===== config.mk =====
export PLATFORM = sky130hd
export DESIGN_NAME = cache_bank
export DESIGN_NICKNAME = d
export VERILOG_FILES = /design/src/verilog/dcache_pkg.sv /design/src/verilog/cache_bank.sv
export SDC_FILE = /design/constraint.sdc
export NUM_CORES = 2
export LEC_CHECK = 0
export BUFFER_PORTS_ARGS = -buffer_cell sky130_fd_sc_hd__buf_2
export CAP_MARGIN = 20
export CORE_UTILIZATION = 30
export CTS_CLUSTER_DIAMETER = 40
export DETAILED_ROUTE_END_ITERATION = 12
export PLACE_DENSITY_LB_ADDON = 0.3
export SKIP_CTS_REPAIR_TIMING = 1
export SLEW_MARGIN = 20
export SYNTH_ARGS = -nofsm -noshare
export SYNTH_HDL_FRONTEND = slang
export SYNTH_SLANG_ARGS = --single-unit

===== constraint.sdc =====
create_clock -name clk -period 3.9 [get_ports clk]
set_input_delay 0 -clock clk [delete_from_list [all_inputs] [get_ports clk]]
set_output_delay 0 -clock clk [all_outputs]
set_load 0.1 [all_outputs]

===== src/verilog/dcache_pkg.sv =====
package dcache_pkg;

	// Address and word geometry
	localparam int ADDR_WIDTH   = 26;
	localparam int DATA_WIDTH   = 32;
	localparam int INDEX_WIDTH  = 6;
	localparam int OFFSET_WIDTH = 2;
	localparam int BYTE_WIDTH   = 2;
	localparam int TAG_WIDTH    = ADDR_WIDTH - INDEX_WIDTH - OFFSET_WIDTH - BYTE_WIDTH;

	// Cache organisation
	localparam int LINE_WORDS = 1 << OFFSET_WIDTH;
	localparam int DEPTH      = 1 << INDEX_WIDTH;
	localparam int WAYS       = 2;

	// Line mover FSM encoding
	localparam logic [2:0] ST_IDLE        = 3'd0;
	localparam logic [2:0] ST_FLUSH_REQ   = 3'd1;
	localparam logic [2:0] ST_FLUSH_DATA  = 3'd2;
	localparam logic [2:0] ST_REFILL_REQ  = 3'd3;
	localparam logic [2:0] ST_REFILL_DATA = 3'd4;

	// Byte address, seen as a raw word or split into cache fields
	typedef union packed {
		logic [ADDR_WIDTH-1:0] raw;
		struct packed {
			logic [TAG_WIDTH-1:0]    tag;
			logic [INDEX_WIDTH-1:0]  index;
			logic [OFFSET_WIDTH-1:0] offset;
			logic [BYTE_WIDTH-1:0]   byte_sel;
		} f;
	} dcache_addr_u;

endpackage


===== src/verilog/cache_bank.sv =====
`timescale 1ns/1ps

module cache_bank #(
	parameter int DATA_BITS = dcache_pkg::DATA_WIDTH
) (
	input  logic                              clk,
	input  logic                              i_we,
	input  logic [dcache_pkg::INDEX_WIDTH-1:0] i_waddr,
	input  logic [dcache_pkg::INDEX_WIDTH-1:0] i_raddr,
	input  logic [DATA_BITS-1:0]              i_wdata,
	output logic [DATA_BITS-1:0]              o_rdata
);
	import dcache_pkg::*;

	logic [DATA_BITS-1:0] mem [DEPTH];

	always_ff @(posedge clk)
	begin
		if (i_we)
			mem[i_waddr] <= i_wdata;
	end

	// Write-first port, a word written at this edge is read back at once
	always_ff @(posedge clk)
	begin
		if (i_we && i_waddr == i_raddr)
			o_rdata <= i_wdata;
		else
			o_rdata <= mem[i_raddr];
	end

endmodule


==> impl_metrics.py <==
metrics = {
    "status": {
        "status": "finished, final reports clean",
    },
    "sta": {
        "rsz0062_at_grt": "true",
        "post-route-period-util": 0.980,
        "hold_viol": 0,
        "tightest_slew_ns": 1.08,
        "worst_slack_ns": 0.0780,
        "max_freq_mhz": 262,
        "relSlewSlack": 0.282,
        "setup_viol": 0,
        "finalSetupTns_ns": 0,
        "slew_violations": 0,
        "layout_min_cycle_time_ns": 3.82,
    },
    "detailed_routing": {
        "wirelength_um": 213000,
        "antenna_left": 0,
        "drc": 0,
        "first_iter_violations": 3710,
        "vias": 37400,
        "post_drt_wl_per_cell_um": 28.9,
        "drt_pass1_iterations": 5,
        "vias_per_cell": 5.08,
    },
    "place": {
        "gp_congestion": 0.758,
        "dp.cells": 6795,
        "place.port_buffers": 77,
        "dp.final_hpwl_um": 120000,
        "postPlaceCellArea_um2": 84600,
        "dpl_worst_slack_ns": 0.621,
    },
    "logic_synthesis": {
        "synth_area_um2": 78000,
        "ys_types": 34,
        "ys_warn_count": 0,
        "yosys.area.top_type_share": 0.789,
        "yosysMostFrequentCell": "edfxtp_1",
        "synth_ff_type": "edfxtp_1",
        "synthCells": 3298,
        "avgSynthCellArea_um2": 23.6,
        "syn_nets": 3344,
        "synth_seq_cells": 2054,
        "yosysTopAreaCell": "edfxtp_1",
        "ys_top_cells_by_count": "edfxtp_1, mux4_2, nor2_1",
        "async_reset_ff_frac": 0,
        "synth.yosys.seq_area_share": 0.790,
        "synth_edf_count": 2048,
        "yosys-top-cells-area": "edfxtp_1, mux4_2, mux2i_1, o22ai_1, nor2_1",
    },
    "cts": {
        "cts.clk_slew.worst_paths_ns": 0.05,
        "cts_buffers": 300,
        "cts_tree": "built",
        "htreeDepth": 5,
        "ctsRootBufferMaster": "clkbuf_16",
        "cts_sinks": 2054,
        "clk_path_buf_depth": 4,
    },
    "floorplan": {
        "ios": 78,
        "start_util": 0.303,
        "num_rows": 186,
        "fp.dieH_um": 512,
        "die_w_um": 512,
        "coreArea_um2": 258000,
        "dieArea_um2": 262000,
    },
    "finish": {
        "largest_reg_flops": 2048,
        "postLayoutCellArea_um2": 95400,
        "final_layout_size_suffix_gt1_frac": 0.348,
        "top_register": "mem",
        "largestRegisters": "mem: 2048 flops",
        "area_growth_pct": 22.3,
        "fin_util": 0.370,
        "nNetsFinal": 3811,
        "instances_no_fill": 7375,
    },
    "global_routing": {
        "grt_use_total": 0.161,
        "grt_max_degree": 83,
        "grt-ovfl-total": 0,
        "grt_pass1_vias": 38500,
        "antenna_found_initial": 18,
        "grt_pass1_wl_um": 298000,
    },
    "worst_hold_path": {
        "hold_class": "in -> reg",
    },
    "pwr": {
        "irDropWorstVdd_mv": 0.365,
        "swShare": 0.213,
        "comb_power_share": 0.053,
        "p_sw_uw": 11600,
        "seq_power_share": 0.451,
        "pwr_density_cell_nw_per_um2": 570,
        "power.share.clock": 0.496,
        "leakage_uw": 0.0299,
        "power.internal_uw": 42800,
    },
    "critical_path": {
        "slowest_stage": "a21oi_1",
        "critPathMostFrequentCell": "a21oi_1",
        "crit_family": "multiplexers",
        "cp.required_ns": 3.90,
        "max_stage_delay_ns": 0.56,
        "cp-end-kind": "primary output",
        "path_cells": "buf_12, mux4_2, mux2i_1, a21oi_1, a21oi_1, nor2_1, buf_2",
        "worst_setup_path_start_kind": "flop",
        "path_class": "reg -> out",
        "path_max_fanout": 21,
        "cp_num_buf_inv": 2,
        "worstPathArrival_ns": 3.82,
    },
    "flow_run": {
        "max_cap_violations": 0,
    },
}
kinds of logic after synthesis:
kind of cell,Yosys count,share of synthesized area
flops,2054,0.790
compound gates,202,0.0168
simple gates,223,0.0127
buf+inv,182,0.0114
mux,637,0.169
cells in the final DEF, fill, tap and decap left out, types with 8 or more instances in the layout:
cell / instances
edfxtp_1: 2048
mux4_2: 544
clkbuf_16: 310
buf_4: 199
mux2i_1: 93
o22ai_1: 74
nor2_1: 72
nor2_4: 62
a21oi_1: 56
buf_12: 52
dlygate4sd3_1: 49
bufinv_16: 42
clkinv_1: 37
buf_2: 35
clkbuf_1: 34
clkinv_2: 30
nand2_1: 26
o221ai_1: 26
clkinv_4: 21
clkinvlp_4: 20
inv_6: 19
nor2b_1: 15
a22oi_1: 12
o22ai_2: 10
diode_2: 9
a311oi_1: 8
metal layers:
metal | GRT usage | part of all wire | vias to the layer above
li1 | - | - | 15200
met1 | 0.219 | 0.43 | 20600
met2 | 0.257 | 0.48 | 1305
met3 | 0.0324 | 0.064 | 330
met4 | 0.0555 | 0.029 | 4
met5 | 0 | 0.00011 | -
power groups by stage:
| stage | clock network (uW) | logic, uW | registers, uW |
|---|---|---|---|
| detailed placement | 0 | 2850 | 25000 |
| finish | 27000 | 2880 | 24500 |
| global route | 28300 | 3030 | 24500 |
| global placement | 0 | 2830 | 25000 |
| floorplan | 0 | 1570 | 24900 |
| CTS | 27400 | 2850 | 24500 |
worst paths after layout:
check / start / to / slack [ns] / cells past startpoint
worst max-delay path: flop / o_rdata[16] / 0.08 / 7
worst min-delay path: i_waddr[3] / mem[34][18]$_DFFE_PP_ / 0.04 / 3
final cells by class:
cell class	instances	area (um2)
well taps	3384	4230
clock buffers	343	7860
multi-input cells	1062	16100
fillers	23000	162000
repair buffers	347	3420
diodes	9	22.5
flip-flops and latches	2054	61600
clock inverters	176	2130
stage by stage:
stage / total power [uW] / hold WS [ns]
finish: 54400 / 0.0429
detailed placement: 27800 / 0.105
global placement: 27800 / 0.108
global route: 55800 / 0.0266
CTS: 54800 / -0.881
floorplan: 26500 / 0.0277
(Power assumes the default switching activity.)
