**src/verilog/dcache_pkg.sv**
```systemverilog
package dcache_pkg;

	// Address and word geometry
	localparam int ADDR_WIDTH   = 26;
	localparam int DATA_WIDTH   = 32;
	localparam int INDEX_WIDTH  = 6;
	localparam int OFFSET_WIDTH = 2;
	localparam int BYTE_WIDTH   = 2;
	localparam int TAG_WIDTH    = ADDR_WIDTH - INDEX_WIDTH - OFFSET_WIDTH - BYTE_WIDTH;

	// Cache organisation
	localparam int LINE_WORDS = 1 << OFFSET_WIDTH;
	localparam int DEPTH      = 1 << INDEX_WIDTH;
	localparam int WAYS       = 2;

	// Line mover FSM encoding
	localparam logic [2:0] ST_IDLE        = 3'd0;
	localparam logic [2:0] ST_FLUSH_REQ   = 3'd1;
	localparam logic [2:0] ST_FLUSH_DATA  = 3'd2;
	localparam logic [2:0] ST_REFILL_REQ  = 3'd3;
	localparam logic [2:0] ST_REFILL_DATA = 3'd4;

	// Byte address, seen as a raw word or split into cache fields
	typedef union packed {
		logic [ADDR_WIDTH-1:0] raw;
		struct packed {
			logic [TAG_WIDTH-1:0]    tag;
			logic [INDEX_WIDTH-1:0]  index;
			logic [OFFSET_WIDTH-1:0] offset;
			logic [BYTE_WIDTH-1:0]   byte_sel;
		} f;
	} dcache_addr_u;

endpackage

```
**src/verilog/dcache_line_mover.sv**
```systemverilog
`timescale 1ns/1ps

module dcache_line_mover (
	input  logic                                   clk,
	input  logic                                   rst_n,

	// From the lookup
	input  logic                                   i_miss,
	input  logic                                   i_way,
	input  logic                                   i_victim_dirty,
	input  logic [dcache_pkg::TAG_WIDTH-1:0]       i_victim_tag,
	input  dcache_pkg::dcache_addr_u               i_req_addr,

	// Victim way line, read at the captured index
	input  logic [dcache_pkg::LINE_WORDS-1:0][dcache_pkg::DATA_WIDTH-1:0] i_line_rdata,

	// Memory side inputs
	input  logic                                   i_mem_aw_ready,
	input  logic                                   i_mem_w_ready,
	input  logic                                   i_mem_ar_ready,
	input  logic                                   i_mem_r_valid,
	input  logic [dcache_pkg::DATA_WIDTH-1:0]      i_mem_r_data,

	// Back to the lookup and the banks
	output logic                                   o_busy,
	output logic                                   o_refill_done,
	output logic                                   o_fill_way,
	output logic [dcache_pkg::INDEX_WIDTH-1:0]     o_fill_index,
	output logic                                   o_read_index_hold,
	output logic [dcache_pkg::LINE_WORDS-1:0]      o_refill_we,
	output logic                                   o_tag_we,
	output logic [dcache_pkg::DATA_WIDTH-1:0]      o_refill_wdata,

	// Memory side outputs
	output logic                                   o_mem_aw_valid,
	output logic [dcache_pkg::ADDR_WIDTH-1:0]      o_mem_aw_addr,
	output logic                                   o_mem_w_valid,
	output logic [dcache_pkg::DATA_WIDTH-1:0]      o_mem_w_data,
	output logic                                   o_mem_w_last,
	output logic                                   o_mem_ar_valid,
	output logic [dcache_pkg::ADDR_WIDTH-1:0]      o_mem_ar_addr
);
	import dcache_pkg::*;

	logic [2:0] state;
	logic [2:0] next_state;

	// One-hot pointer to the word in flight
	logic [LINE_WORDS-1:0] word_sel;
	logic [LINE_WORDS-1:0][DATA_WIDTH-1:0] flush_data;

	// Miss context captured on the first miss cycle
	logic [TAG_WIDTH-1:0]   r_tag;
	logic [TAG_WIDTH-1:0]   r_victim_tag;
	logic [INDEX_WIDTH-1:0] r_index;
	logic                   r_way;

	logic         last_word;
	logic         w_fire;
	logic         r_fire;
	dcache_addr_u flush_addr;
	dcache_addr_u refill_addr;

	assign last_word = word_sel[LINE_WORDS-1];
	assign w_fire    = (state == ST_FLUSH_DATA) && i_mem_w_ready;
	assign r_fire    = (state == ST_REFILL_DATA) && i_mem_r_valid;

	always_comb
	begin
		next_state = state;
		case (state)
			ST_IDLE:
				if (i_miss)
					next_state = i_victim_dirty ? ST_FLUSH_REQ : ST_REFILL_REQ;
			ST_FLUSH_REQ:
				if (i_mem_aw_ready)
					next_state = ST_FLUSH_DATA;
			ST_FLUSH_DATA:
				if (w_fire && last_word)
					next_state = ST_REFILL_REQ;
			ST_REFILL_REQ:
				if (i_mem_ar_ready)
					next_state = ST_REFILL_DATA;
			ST_REFILL_DATA:
				if (r_fire && last_word)
					next_state = ST_IDLE;
			default:
				next_state = ST_IDLE;
		endcase
	end

	always_ff @(posedge clk)
	begin
		if (!rst_n)
		begin
			state    <= ST_IDLE;
			word_sel <= LINE_WORDS'(1);
		end
		else
		begin
			state <= next_state;
			if (w_fire || r_fire)
				word_sel <= {word_sel[LINE_WORDS-2:0], word_sel[LINE_WORDS-1]};
		end
	end

	always_ff @(posedge clk)
	begin
		if (state == ST_IDLE && i_miss)
		begin
			r_tag        <= i_req_addr.f.tag;
			r_index      <= i_req_addr.f.index;
			r_way        <= i_way;
			r_victim_tag <= i_victim_tag;
		end
	end

	// Victim line is loaded once the burst address is taken, then shifted out
	always_ff @(posedge clk)
	begin
		if (state == ST_FLUSH_REQ && i_mem_aw_ready)
			flush_data <= i_line_rdata;
		else if (w_fire)
		begin
			for (int k = 0; k < LINE_WORDS - 1; k++)
				flush_data[k] <= flush_data[k+1];
		end
	end

	always_comb
	begin
		flush_addr.f.tag       = r_victim_tag;
		flush_addr.f.index     = r_index;
		flush_addr.f.offset    = '0;
		flush_addr.f.byte_sel  = '0;

		refill_addr.f.tag      = r_tag;
		refill_addr.f.index    = r_index;
		refill_addr.f.offset   = '0;
		refill_addr.f.byte_sel = '0;
	end

	assign o_mem_aw_valid = (state == ST_FLUSH_REQ);
	assign o_mem_aw_addr  = flush_addr.raw;
	assign o_mem_w_valid  = (state == ST_FLUSH_DATA);
	assign o_mem_w_data   = flush_data[0];
	assign o_mem_w_last   = o_mem_w_valid && last_word;
	assign o_mem_ar_valid = (state == ST_REFILL_REQ);
	assign o_mem_ar_addr  = refill_addr.raw;

	assign o_busy            = (state != ST_IDLE);
	assign o_read_index_hold = o_busy;
	assign o_refill_done     = r_fire && last_word;
	assign o_tag_we          = o_refill_done;
	assign o_refill_we       = r_fire ? word_sel : '0;
	assign o_refill_wdata    = i_mem_r_data;
	assign o_fill_way        = r_way;
	assign o_fill_index      = r_index;

endmodule

```
**config.mk**
```make
export PLATFORM = sky130hd
export DESIGN_NAME = dcache_line_mover
export DESIGN_NICKNAME = d
export VERILOG_FILES = /design/src/verilog/dcache_pkg.sv /design/src/verilog/dcache_line_mover.sv
export SDC_FILE = /design/constraint.sdc
export NUM_CORES = 1
export LEC_CHECK = 0
export ABC_CLOCK_PERIOD_IN_PS = 3400
export BUFFER_PORTS_ARGS = -buffer_cell sky130_fd_sc_hd__buf_2
export CORE_UTILIZATION = 35
export CTS_BUF_LIST = sky130_fd_sc_hd__clkbuf_2 sky130_fd_sc_hd__clkbuf_4 sky130_fd_sc_hd__clkbuf_8
export DETAILED_ROUTE_END_ITERATION = 8
export PLACE_DENSITY = 0.65
export SLEW_MARGIN = 0
export SYNTH_ARGS = -nofsm -noshare
export SYNTH_HDL_FRONTEND = slang
export SYNTH_SLANG_ARGS = --single-unit
```
**constraint.sdc**
```tcl
create_clock -name clk -period 3.4 [get_ports clk]
set_input_delay 0.34 -clock clk [delete_from_list [all_inputs] [get_ports clk]]
set_output_delay 0.34 -clock clk [all_outputs]
set_load 0.01 [all_outputs]
```
==> impl_metrics.py <==
metrics = {
    "pwr": {
        "power.density_nw_per_um2": 560,
        "fin_total_pwr_mw": 5.00,
        "leakage_nw": 3.52,
        "irDropWorstVdd_mv": 0.260,
    },
    "sta": {
        "max_freq_ghz": 0.421,
        "period_share_pct": 69.8,
        "hold_viol_final": 0,
        "finClkSkew_ns": 0.0132,
        "relSlewSlack_pct": 30.4,
        "finalMaxSlewViolations": 0,
        "period_minus_slack_ns": 2.37,
        "final-setup-viol-count": 0,
        "tightest_slew_ns": 1.04,
        "tns_ns": 0,
        "rsz0062_at_grt": "no",
    },
    "global_routing": {
        "grt_pass1_vias": 4166,
        "antenna_found_initial": 1,
        "grt_overflow": 0,
        "grt_max_degree": 68,
        "grt_pass1_wl_um": 21900,
        "grt_use_total_pct": 13.3,
    },
    "die": {
        "start_util_pct": 36.2,
        "row_count": 52,
        "dieWidth_um": 148,
        "dieHeight_um": 148,
        "core_area_um2": 20500,
        "die_area_um2": 21800,
        "top_level_ports": 346,
    },
    "setup_path": {
        "r2r-start": "state[1]$_SDFFE_PN0P_",
        "reg2reg_slack_ns": 1.03,
        "critical_path_required_ns": 3.52,
        "cp-end-kind": "flop",
        "crit-reg2reg-capture": "flush_data[78]$_DFFE_PP_",
        "path_max_fanout": 26,
        "arrival_ns": 2.50,
        "crit_type": "reg2reg",
        "cp-start-kind": "flop",
        "reg2reg_depth": 4,
    },
    "worst_hold_path": {
        "hold_depth": 1,
        "min_from": "i_victim_tag[11]",
        "holdCritPathClass": "in2reg",
        "worstHoldEndpoint": "r_victim_tag[11]$_DFFE_PP_",
    },
    "clock_tree": {
        "cts-resized-gates": 0,
        "cts_made_buffers": 17,
        "root_buffer": "clkbuf_8",
        "cts_sinks": 174,
        "clk_latency_ns": 0.46,
        "clock_path_buffers": 2,
        "h-tree-depth": 4,
        "cts_tree": "done",
        "clk_pin_slew_ns": 0.10,
    },
    "layout": {
        "final_util_pct": 43.6,
        "drive_above_1_share_pct": 63.9,
        "nNetsFinal": 836,
        "syn2layout_area_growth_pct": 20.3,
        "diodes": 0,
    },
    "logic_synthesis": {
        "yosysWarnings": 0,
        "synth-main-ff-cell": "edfxtp_1",
        "synth-seq-cells": 174,
        "yosysMostFrequentCell": "edfxtp_1",
        "yosysUniqueCellTypes": 28,
        "synthTopCellsByArea": "edfxtp_1 68%, mux2_2 12%, buf_4 9.6%",
        "synthCells": 418,
        "synth_edf_count": 167,
        "async_reset_ff_share_pct": 0,
        "syn_area_per_cell_um2": 17.8,
        "synth_top_area_share_pct": 67.6,
        "synth_area_um2": 7420,
        "synth_seq_area_share_pct": 69.5,
        "synth_top_cell_by_area": "edfxtp_1",
        "synthTopCellsByCount": "167 x edfxtp_1, 95 x buf_4, 77 x mux2_2, 20 x mux2_4",
    },
    "drt": {
        "routedWlPerCell_um": 16.2,
        "first_iter_violations": 155,
        "vias": 4010,
        "viasPerCell": 4.42,
        "first_pass_iters": 5,
        "routed_wl_um": 14700,
        "remaining_drc_errors": 0,
        "postRouteAntennaNets": 0,
    },
    "place": {
        "hpwl_um": 10800,
        "numPortBuffers": 269,
        "routabilityCongestion": 0.863,
    },
    "flow_run": {
        "drv_cap": 0,
    },
    "status": {
        "status": "completed",
    },
}
[routing by layer]
| metal | track usage, % | vias to the layer above | routed length (um) |
|---|---|---|---|
| met5 | 0 | - | 13 |
| met4 | 5.10 | 2 | 211 |
| met3 | 5.25 | 22 | 1130 |
| met2 | 22.2 | 172 | 7500 |
| met1 | 15.4 | 1946 | 5870 |
| li1 | - | 1868 | - |
[through the flow]
step / hold WS [ns] / instances / worst slack, ns / instance area (um2)
2_1_floorplan: 0.439 / 425 / 0.401 / 7450
6_report: 0.0540 / 908 / 1.03 / 8930
3_5_place_dp: 0.487 / 868 / 1.04 / 8410
5_1_grt: -0.00309 / 908 / 0.877 / 8930
3_3_place_gp: 0.463 / 868 / 1.16 / 8410
4_1_cts: 0.00644 / 900 / 1.02 / 8850
[repair_timing]
action,4_1_cts,5_1_grt
setup endpoints to repair,0,0
hold buffers,0,8
buffers inserted,0,0
endpoints found under the hold margin,0,8
[worst max-delay path, cell delays in order, from the launching register on]
cell and delay (ns):
dfxtp_1 0.56, nor2b_1 0.36, nor2b_1 0.34, a21o_4 0.38, buf_4 0.38
[sequential cells by signal (all words and copies together) (netlist names)]
register      cells
o_fill_index      6
o_mem_w_data     32
state             3
flush_data       96
o_fill_way        1
r_tag            16
word_sel          4
r_victim_tag     16
[cell usage in the layout, fill, tap and decap left out, types with 6 or more instances in the layout]
cell type / count
buf_2: 269
edfxtp_1: 167
mux2_2: 77
mux2_4: 20
clkbuf_8: 17
conb_1: 8
dlygate4sd3_1: 8
nand2_1: 7
dfxtp_1: 7
and2_1: 6
[power breakdown]
| group | total, mW | internal (mW) | switching, mW |
|---|---|---|---|
| Combinational | 0.714 | 0.347 | 0.367 |
| Clock | 1.57 | 0.764 | 0.810 |
| Sequential | 2.71 | 2.65 | 0.0674 |
| Total | 5.00 | 3.76 | 1.25 |
[logic make-up after synthesis]
logic type / Yosys count / share of synthesized area [%]
flip-flops: 174 / 69.5
AND/OR/NAND/NOR: 30 / 2.41
AO/OA/AOI/OAI: 9 / 0.843
buffers and inverters: 102 / 10.8
other: 1 / 0.0505
multiplexers: 102 / 16.4
[how the worst max path moves through the flow]
stage / from / endpoint / slack (ns) / cells past startpoint
global route: state[1]$_SDFFE_PN0P_ / o_mem_w_data[8]$_DFFE_PP_ / 0.88 / 4
floorplan: state[0]$_SDFFE_PN0P_ / o_fill_index[0]$_DFFE_PP_ / 0.40 / 3
global placement: state[1]$_SDFFE_PN0P_ / o_mem_w_data[10]$_DFFE_PP_ / 1.16 / 4
finish: state[1]$_SDFFE_PN0P_ / flush_data[78]$_DFFE_PP_ / 1.03 / 4
CTS: state[1]$_SDFFE_PN0P_ / o_mem_w_data[10]$_DFFE_PP_ / 1.02 / 4
detailed placement: state[1]$_SDFFE_PN0P_ / o_mem_w_data[8]$_DFFE_PP_ / 1.04 / 4
[cell type report]
class,count,area (um2)
well taps,270,338
inverters,1,3.75
clock buffers,18,241
repair buffers,282,1490
flip-flops and latches,174,5150
fillers,1869,11600
multi-input cells,149,1510
clock inverters,14,196
Power figures use the tool's default switching activity.
