[src/verilog/dcache_pkg.sv]
package dcache_pkg;

	// Address and word geometry
	localparam int ADDR_WIDTH   = 26;
	localparam int DATA_WIDTH   = 32;
	localparam int INDEX_WIDTH  = 6;
	localparam int OFFSET_WIDTH = 2;
	localparam int BYTE_WIDTH   = 2;
	localparam int TAG_WIDTH    = ADDR_WIDTH - INDEX_WIDTH - OFFSET_WIDTH - BYTE_WIDTH;

	// Cache organisation
	localparam int LINE_WORDS = 1 << OFFSET_WIDTH;
	localparam int DEPTH      = 1 << INDEX_WIDTH;
	localparam int WAYS       = 2;

	// Line mover FSM encoding
	localparam logic [2:0] ST_IDLE        = 3'd0;
	localparam logic [2:0] ST_FLUSH_REQ   = 3'd1;
	localparam logic [2:0] ST_FLUSH_DATA  = 3'd2;
	localparam logic [2:0] ST_REFILL_REQ  = 3'd3;
	localparam logic [2:0] ST_REFILL_DATA = 3'd4;

	// Byte address, seen as a raw word or split into cache fields
	typedef union packed {
		logic [ADDR_WIDTH-1:0] raw;
		struct packed {
			logic [TAG_WIDTH-1:0]    tag;
			logic [INDEX_WIDTH-1:0]  index;
			logic [OFFSET_WIDTH-1:0] offset;
			logic [BYTE_WIDTH-1:0]   byte_sel;
		} f;
	} dcache_addr_u;

endpackage

[src/verilog/dcache_lookup.sv]
`timescale 1ns/1ps

module dcache_lookup (
	input  logic                                clk,
	input  logic                                rst_n,

	input  logic                                i_req_valid,
	input  logic                                i_req_write,
	input  dcache_pkg::dcache_addr_u            i_req_addr,

	input  logic [dcache_pkg::TAG_WIDTH-1:0]    i_tag0,
	input  logic [dcache_pkg::TAG_WIDTH-1:0]    i_tag1,

	input  logic                                i_busy,
	input  logic                                i_refill_done,
	input  logic                                i_fill_way,
	input  logic [dcache_pkg::INDEX_WIDTH-1:0]  i_fill_index,

	output logic                                o_hit,
	output logic                                o_miss,
	output logic                                o_way,
	output logic                                o_victim_dirty,
	output logic [dcache_pkg::TAG_WIDTH-1:0]    o_victim_tag
);
	import dcache_pkg::*;

	logic [DEPTH-1:0] valid_bits [WAYS];
	logic [DEPTH-1:0] dirty_bits [WAYS];
	// Per set, the way to evict next
	logic [DEPTH-1:0] lru_bits;

	logic [TAG_WIDTH-1:0]   req_tag;
	logic [INDEX_WIDTH-1:0] req_index;
	logic                   match0;
	logic                   match1;
	logic                   tag_hit;

	assign req_tag   = i_req_addr.f.tag;
	assign req_index = i_req_addr.f.index;

	always_comb
	begin
		match0  = valid_bits[0][req_index] && (i_tag0 == req_tag);
		match1  = valid_bits[1][req_index] && (i_tag1 == req_tag);
		tag_hit = match0 || match1;

		// No hits while a line is moving
		o_hit  = i_req_valid && !i_busy && tag_hit;
		o_miss = i_req_valid && !i_busy && !tag_hit;

		// Hit way on a match, LRU way otherwise
		if (tag_hit)
			o_way = match1;
		else
			o_way = lru_bits[req_index];

		o_victim_dirty = valid_bits[o_way][req_index] && dirty_bits[o_way][req_index];
		o_victim_tag   = o_way ? i_tag1 : i_tag0;
	end

	always_ff @(posedge clk)
	begin
		if (!rst_n)
		begin
			for (int w = 0; w < WAYS; w++)
			begin
				valid_bits[w] <= '0;
				dirty_bits[w] <= '0;
			end
			lru_bits <= '0;
		end
		else
		begin
			if (o_hit)
			begin
				lru_bits[req_index] <= !o_way;
				if (i_req_write)
					dirty_bits[o_way][req_index] <= 1'b1;
			end

			// Freshly filled line is clean
			if (i_refill_done)
			begin
				valid_bits[i_fill_way][i_fill_index] <= 1'b1;
				dirty_bits[i_fill_way][i_fill_index] <= 1'b0;
			end
		end
	end

endmodule

[config.mk]
export PLATFORM = sky130hd
export DESIGN_NAME = dcache_lookup
export DESIGN_NICKNAME = d
export VERILOG_FILES = /design/src/verilog/dcache_pkg.sv /design/src/verilog/dcache_lookup.sv
export SDC_FILE = /design/constraint.sdc
export NUM_CORES = 1
export LEC_CHECK = 0
export BUFFER_PORTS_ARGS = -buffer_cell sky130_fd_sc_hd__buf_2
export CORE_UTILIZATION = 55
export DETAILED_ROUTE_END_ITERATION = 10
export GPL_ROUTABILITY_DRIVEN = 0
export GPL_TIMING_DRIVEN = 1
export PLACE_DENSITY = 0.73
export RECOVER_POWER = 50
export SYNTH_ARGS = -nofsm -noshare
export SYNTH_HDL_FRONTEND = slang
export SYNTH_SLANG_ARGS = --single-unit
[constraint.sdc]
create_clock -name clk -period 9.1 [get_ports clk]
set_input_delay 2.275 -clock clk [delete_from_list [all_inputs] [get_ports clk]]
set_output_delay 2.275 -clock clk [all_outputs]
set_load 0.005 [all_outputs]
==> results of run 1 <==
[path summary, 6_finish.rpt]
| kind | to | startpoint | depth (start not counted) |
|---|---|---|---|
| hold reg to reg | lru_bits[27] | lru_bits[27] | 2 |
| setup reg to reg | dirty_bits[1][11] | valid_bits[0][63] | 11 |
| hold / removal | lru_bits[27] | lru_bits[27] | 2 |
| setup / recovery | o_victim_dirty | i_req_addr[4] | 17 |
[repair_timing]
item / 4_1_cts / 5_1_grt
gates resized for setup: 0 / 4
buffers inserted: 0 / 0
endpoints found under the setup margin: 0 / 1
[worst register-to-register path: stages (launching register included)]
cell and delay, ns:
dfxtp_1 0.33, mux2_2 0.27, a21oi_1 0.17, o211ai_1 0.15
a2111o_1 0.47, o41a_1 0.48, o21a_4 0.31, inv_2 0.22
nand4_2 0.30, nor3_1 1.44, a22oi_1 0.18, a21oi_1 0.19
[stage by stage]
stage | instances | utilization [%] | hold WS, ns
5_1_grt | 2103 | 63.79 | 0.5002
2_1_floorplan | 1666 | - | 0.4520
4_1_cts | 2103 | 63.90 | 0.4817
3_5_place_dp | 2041 | 59.83 | 0.4738
3_3_place_gp | 2041 | 59.83 | 0.4629
6_report | 2103 | 63.79 | 0.4802
[metal layers]
layer | vias up | part of all wire (%) | GRT usage, %
met1 | 7435 | 40 | 50.45
li1 | 6478 | - | -
met2 | 1071 | 45 | 58.27
met4 | 0 | 4.0 | 15.64
met5 | - | 0 | 0
met3 | 171 | 11 | 6.006
[cells in the mapped netlist (all sizes together) (28+ instances only)]
cell type	number
nand2	103
clkbuf	136
mux2i	28
mux4	57
a22oi	150
a21oi	150
nand3	83
buf	49
a21boi	64
o21ai	82
nor3	28
dfxtp	320
nor2	40
a22o	137
[power by group]
group	switching (mW)	internal (mW)
logic	0.194	0.0925
registers	0.00205	1.40
clock network	0.595	0.823
[sequential cells by signal, summed over array words and instances, names as in the netlist]
name        count
dirty_bits    128
valid_bits    128
lru_bits       64
[cell type report]
class | instances | area [sq um]
clock buffer | 48 | 1027
clock inverter | 14 | 111.4
fill | 2364 | 10140
inverter | 6 | 22.52
multi-input combinational | 1155 | 8651
sequential | 320 | 6406
tap | 378 | 473.0
timing repair buffer | 182 | 1176
[kinds of logic (layout without fill, tap and decap cells)]
group	count (synthesis)	in the layout	synth area share (%)
XOR/XNOR	32	32	1.776
flip-flops	320	320	40.60
buffers and inverters	191	250	5.162
AO/OA/AOI/OAI	672	672	29.89
AND/OR/NAND/NOR	342	342	10.95
multiplexers	109	109	11.62
==> reports/results.tsv, run 1 <==
metric	value	unit
layout.nets	1771	
grt_pass1_wl	83.55	mm
antenna_left	0	
grt_remaining_overflow	0	
initial_core_util	56.34	%
post-synth-top-area-fraction	40.60	%
pre_cts_ws	0.2566	ns
worst_slew_pin_slew	5.238	ns
violations	capacitance limit, slew limit	
final_cell_mix	dfxtp_1 (320), a22oi_1 (150), a21oi_1 (150)	
drt_pass1_iterations	6	
final_common_cell	dfxtp_1	
dp_hpwl	35.53	mm
die-area	29370	sq um
yosysSeqAreaShare	40.60	%
cp-end-kind	primary output	
clock_path_buffers	3	
wl_per_cell	26.00	um
crit_buf_inv	5	
critPathMaxFanout	35	
grt_use_total	37.05	%
die_width	171.4	um
ys_ff_latch	320	
p_leak	6.459	nW
drt_iter0_markers	2362	
syn_inst	1666	
power_density	174.0	nW/um^2
p_total	3.109	mW
ctsHoldBuffers	0	
r2r_setup_slack	4.51	ns
io_buffers	86	
yosys_warnings	0	
die_h	171.4	um
drv_slew	412	
finalSetupViolations	0	
arrival	6.62	ns
clk_pin_slew	0.05	ns
critPathKind	primary input to primary output	
ys_types	71	
synth_top_area_cell	dfxtp_1	
fin_crit_sh	97.78	%
cp.required	6.83	ns
drc	0	
root_buffer	clkbuf_16	
cts_buffers	35	
worstPathCellList	buf_4 > buf_12 > mux2_2 > a22oi_1 > o21ai_0 > a211oi_1 > and4b_1 > o21a_4 > buf_4 > mux4_2 > and3_1 > a31oi_1 > o211ai_1 > o21ai_0 > buf_4 > a2111oi_2 > buf_2	
synth-main-ff-cell	dfxtp_1	
hold_path_class	register to register	
slew_headroom	-249.2	%
grt_start_max_net_pins	115	
fin_tns_setup	0	ns
synth_edf_count	0	
synth_area_leaders	dfxtp_1 (41%), mux4_2 (8.1%), a22o_1 (7.6%), a22oi_1 (7.1%), a21oi_1 (4.8%)	
cap_viol_max_count	8	
max_freq	112.4	MHz
cts_tree	yes	
crit_slowest_cell	a2111oi_2	
rsz0062_at_grt	no	
drive_above_1_share	20.17	%
synth_area_per_cell	9.472	sq um
vias	15155	
syn_nets	1737	
h-tree-depth	2	
outcome	finished, violations left	
wl	54.68	mm
timing.final.ws_setup	0.2018	ns
diodes	0	
pin_count	91	
grt_pass1_vias	14247	
insertion_delay	0.52	ns
fin_crit	8.898	ns
synth_area	15780	sq um
finClkSkew	0.01425	ns
slowest_delay	0.46	ns
synthArstFlopShare	0	%
clock-sinks	320	
crit_top_cell	buf_4	
ir_worst_vdd	0.1606	mV
hold_viol	0	
area_delta_synth_final	13.23	%
rows	61	
dpl_cell_area	16760	sq um
antenna_found_initial	0	
via_per_inst	7.206	
path_delay_family	compound AO/OA/AOI/OAI gates	
core-area	28010	sq um
postLayoutCellArea	17870	sq um
start_kind	primary input	
Power figures use the tool's default switching activity.
==> inputs of run 2 (changes only) <==
==> constraint.sdc (replaced) <==
create_clock -name clk -period 9.1 [get_ports clk]
set_input_delay 0.91 -clock clk [delete_from_list [all_inputs] [get_ports clk]]
set_output_delay 0.91 -clock clk [all_outputs]
set_load 0.005 [all_outputs]
==> run 2 against run 1 <==
Against the previous run: the flow still finishes with violations (capacitance limit, slew limit); worst hold slack improved by 0.0030 ns; design area decreased by 1.8%; clock-buffer cell count increased by 5; sequential power about the same; first-iteration DRC count decreased by 2.6%; fmax increased by 15%; wire length decreased by 0.51%; highest routed layer unchanged.
==> reports/results.tsv, run 2 (synthesis results as in run 1) <==
metric	value	unit	change
pin_count	91		unchanged
wl_per_cell	26.34	um	was 26.00 um
slew_headroom	-67.50	%	was -249.2%
crit_top_cell	buf_2		was buf_4
final_cell_mix	dfxtp_1 (320), a22oi_1 (150), a21oi_1 (150)		unchanged
hold_path_class	register to register		unchanged
fin_tns_setup	0	ns	unchanged
cp-end-kind	primary output		unchanged
diodes	0		unchanged
post_cts_buffers	0		unchanged
fin_crit_sh	85.31	%	was 97.78%
wl	54.40	mm	was 54.68 mm
root_buffer	clkbuf_16		unchanged
postLayoutCellArea	17550	sq um	was 17870 sq um
core-area	28010	sq um	unchanged
area_delta_synth_final	11.20	%	was 13.23%
vias	14849		was 15155
reg2reg_from	valid_bits[1][35]		was valid_bits[0][63]
dpl_cell_area	16410	sq um	was 16760 sq um
dp_hpwl	33.79	mm	was 35.53 mm
cp.required	8.19	ns	was 6.83 ns
cts_tree	yes		unchanged
drt_pass1_iterations	8		was 6
crit_slowest_cell	buf_2		was a2111oi_2
top_regs	dirty_bits: 128 flops, valid_bits: 128 flops, lru_bits: 64 flops		unchanged
outcome	finished, violations left		unchanged
rsz0062_at_grt	no		unchanged
die_h	171.4	um	unchanged
start_kind	primary input		unchanged
grt_pass1_wl	83.41	mm	was 83.55 mm
drc	0		unchanged
max_freq	128.8	MHz	was 112.4 MHz
ir_worst_vdd	0.1808	mV	was 0.1606 mV
insertion_delay	0.52	ns	about the same
drt_iter0_markers	2301		was 2362
grt_remaining_overflow	0		unchanged
clk_pin_slew	0.05	ns	about the same
initial_core_util	56.34	%	unchanged
finClkSkew	0.01246	ns	was 0.01425 ns
min_to	lru_bits[34]		was lru_bits[27]
drive_above_1_share	17.66	%	was 20.17%
post_cts_resized	0		unchanged
critPathMaxFanout	54		was 35
cts_buffers	36		was 35
via_per_inst	7.191		was 7.206
violations	capacitance limit, slew limit		unchanged
slowest_delay	0.78	ns	was 0.46 ns
grt_use_total	37.35	%	was 37.05%
min_from	lru_bits[34]		was lru_bits[27]
layout.nets	1732		was 1771
io_buffers	86		unchanged
crit_buf_inv	5		unchanged
p_total	3.151	mW	was 3.109 mW
clock-sinks	320		unchanged
cap_viol_max_count	9		was 8
arrival	6.85	ns	was 6.62 ns
final_common_cell	dfxtp_1		unchanged
grt_start_max_net_pins	163		was 115
p_leak	6.259	nW	was 6.459 nW
ff2ff_path_depth	9		was 11
r2r_setup_slack	4.07	ns	was 4.51 ns
fill_cells	2339		was 2364
die_width	171.4	um	unchanged
hold_viol	0		unchanged
timing.final.ws_setup	1.337	ns	was 0.2018 ns
antenna_found_initial	0		unchanged
grt_pass1_vias	14123		was 14247
path_delay_family	compound AO/OA/AOI/OAI gates		unchanged
pre_cts_ws	1.594	ns	was 0.2566 ns
r2r-end	lru_bits[49]		was dirty_bits[1][11]
die-area	29370	sq um	unchanged
finalSetupViolations	0		unchanged
hold_depth	2		unchanged
drv_slew	305		was 412
worstPathCellList	buf_2 > buf_4 > inv_1 > a221oi_1 > nor3_1 > a2111o_1 > o41a_1 > o21a_4 > inv_2 > nand2_1 > a21oi_1 > and4b_1 > o311a_1 > or4_1 > a2111oi_2 > buf_2		was buf_4 > buf_12 > mux2_2 > a22oi_1 > o21ai_0 > a211oi_1 > and4b_1 > o21a_4 > buf_4 > mux4_2 > and3_1 > a31oi_1 > o211ai_1 > o21ai_0 > buf_4 > a2111oi_2 > buf_2
h-tree-depth	2		unchanged
power_density	179.6	nW/um^2	was 174.0 nW/um^2
ctsHoldBuffers	0		unchanged
critPathKind	primary input to primary output		unchanged
clock_path_buffers	3		unchanged
rows	61		unchanged
worst_slew_pin_slew	2.513	ns	was 5.238 ns
antenna_left	0		unchanged
fin_crit	7.763	ns	was 8.898 ns
run 2: worst max-delay path by stage:
| stage | cells past startpoint | from | to |
|---|---|---|---|
| CTS | 16 | i_req_addr[6] | o_victim_dirty |
| finish | 16 | i_req_addr[6] | o_victim_dirty |
| floorplan | 15 | i_req_addr[6] | o_victim_dirty |
| global route | 16 | i_req_addr[6] | o_victim_dirty |
| global placement | 16 | i_req_addr[6] | o_victim_dirty |
| detailed placement | 16 | i_req_addr[6] | o_victim_dirty |
run 2: report_power, final:
| part | internal, mW | switching (mW) | leakage [nW] |
|---|---|---|---|
| combinational | 0.0795 | 0.192 | 3.09 |
| clock | 0.888 | 0.587 | 0.591 |
| sequential | 1.40 | 0.00198 | 2.58 |
run 2: routing by layer:
metal	global-route usage (%)	share of wire (%)	vias to the layer above	wire length [um]
met1	50.41	39	7240	21230
met4	17.00	4.4	0	2367
met5	0	0	-	0
met2	56.26	44	1028	23990
li1	-	-	6396	-
met3	9.227	13	185	6813
run 2: stage by stage:
| stage | hold slack, ns | instances | utilization, % |
|---|---|---|---|
| global placement | 0.4637 | 2001 | 58.59 |
| floorplan | 0.4520 | 1666 | - |
| detailed placement | 0.4754 | 2001 | 58.59 |
| finish | 0.4833 | 2065 | 62.65 |
| CTS | 0.4832 | 2065 | 62.83 |
| global route | 0.5024 | 2065 | 62.65 |
run 2: final cells by class:
| cell class | count | area, sq um | share of cell area, % |
|---|---|---|---|
| multi-input combinational | 1155 | 8632 | 49.19 |
| clock inverter | 11 | 130.1 | 0.7415 |
| tap | 378 | 473.0 | 2.695 |
| sequential | 320 | 6406 | 36.51 |
| clock buffer | 53 | 1056 | 6.018 |
| timing repair buffer | 142 | 828.3 | 4.720 |
| inverter | 6 | 22.52 | 0.1283 |
run 2: tightest hold or removal path, stage by stage, from the launching register on:
cell and delay, ns:
dfxtp_1 0.30, o21ai_0 0.06, a21boi_0 0.07
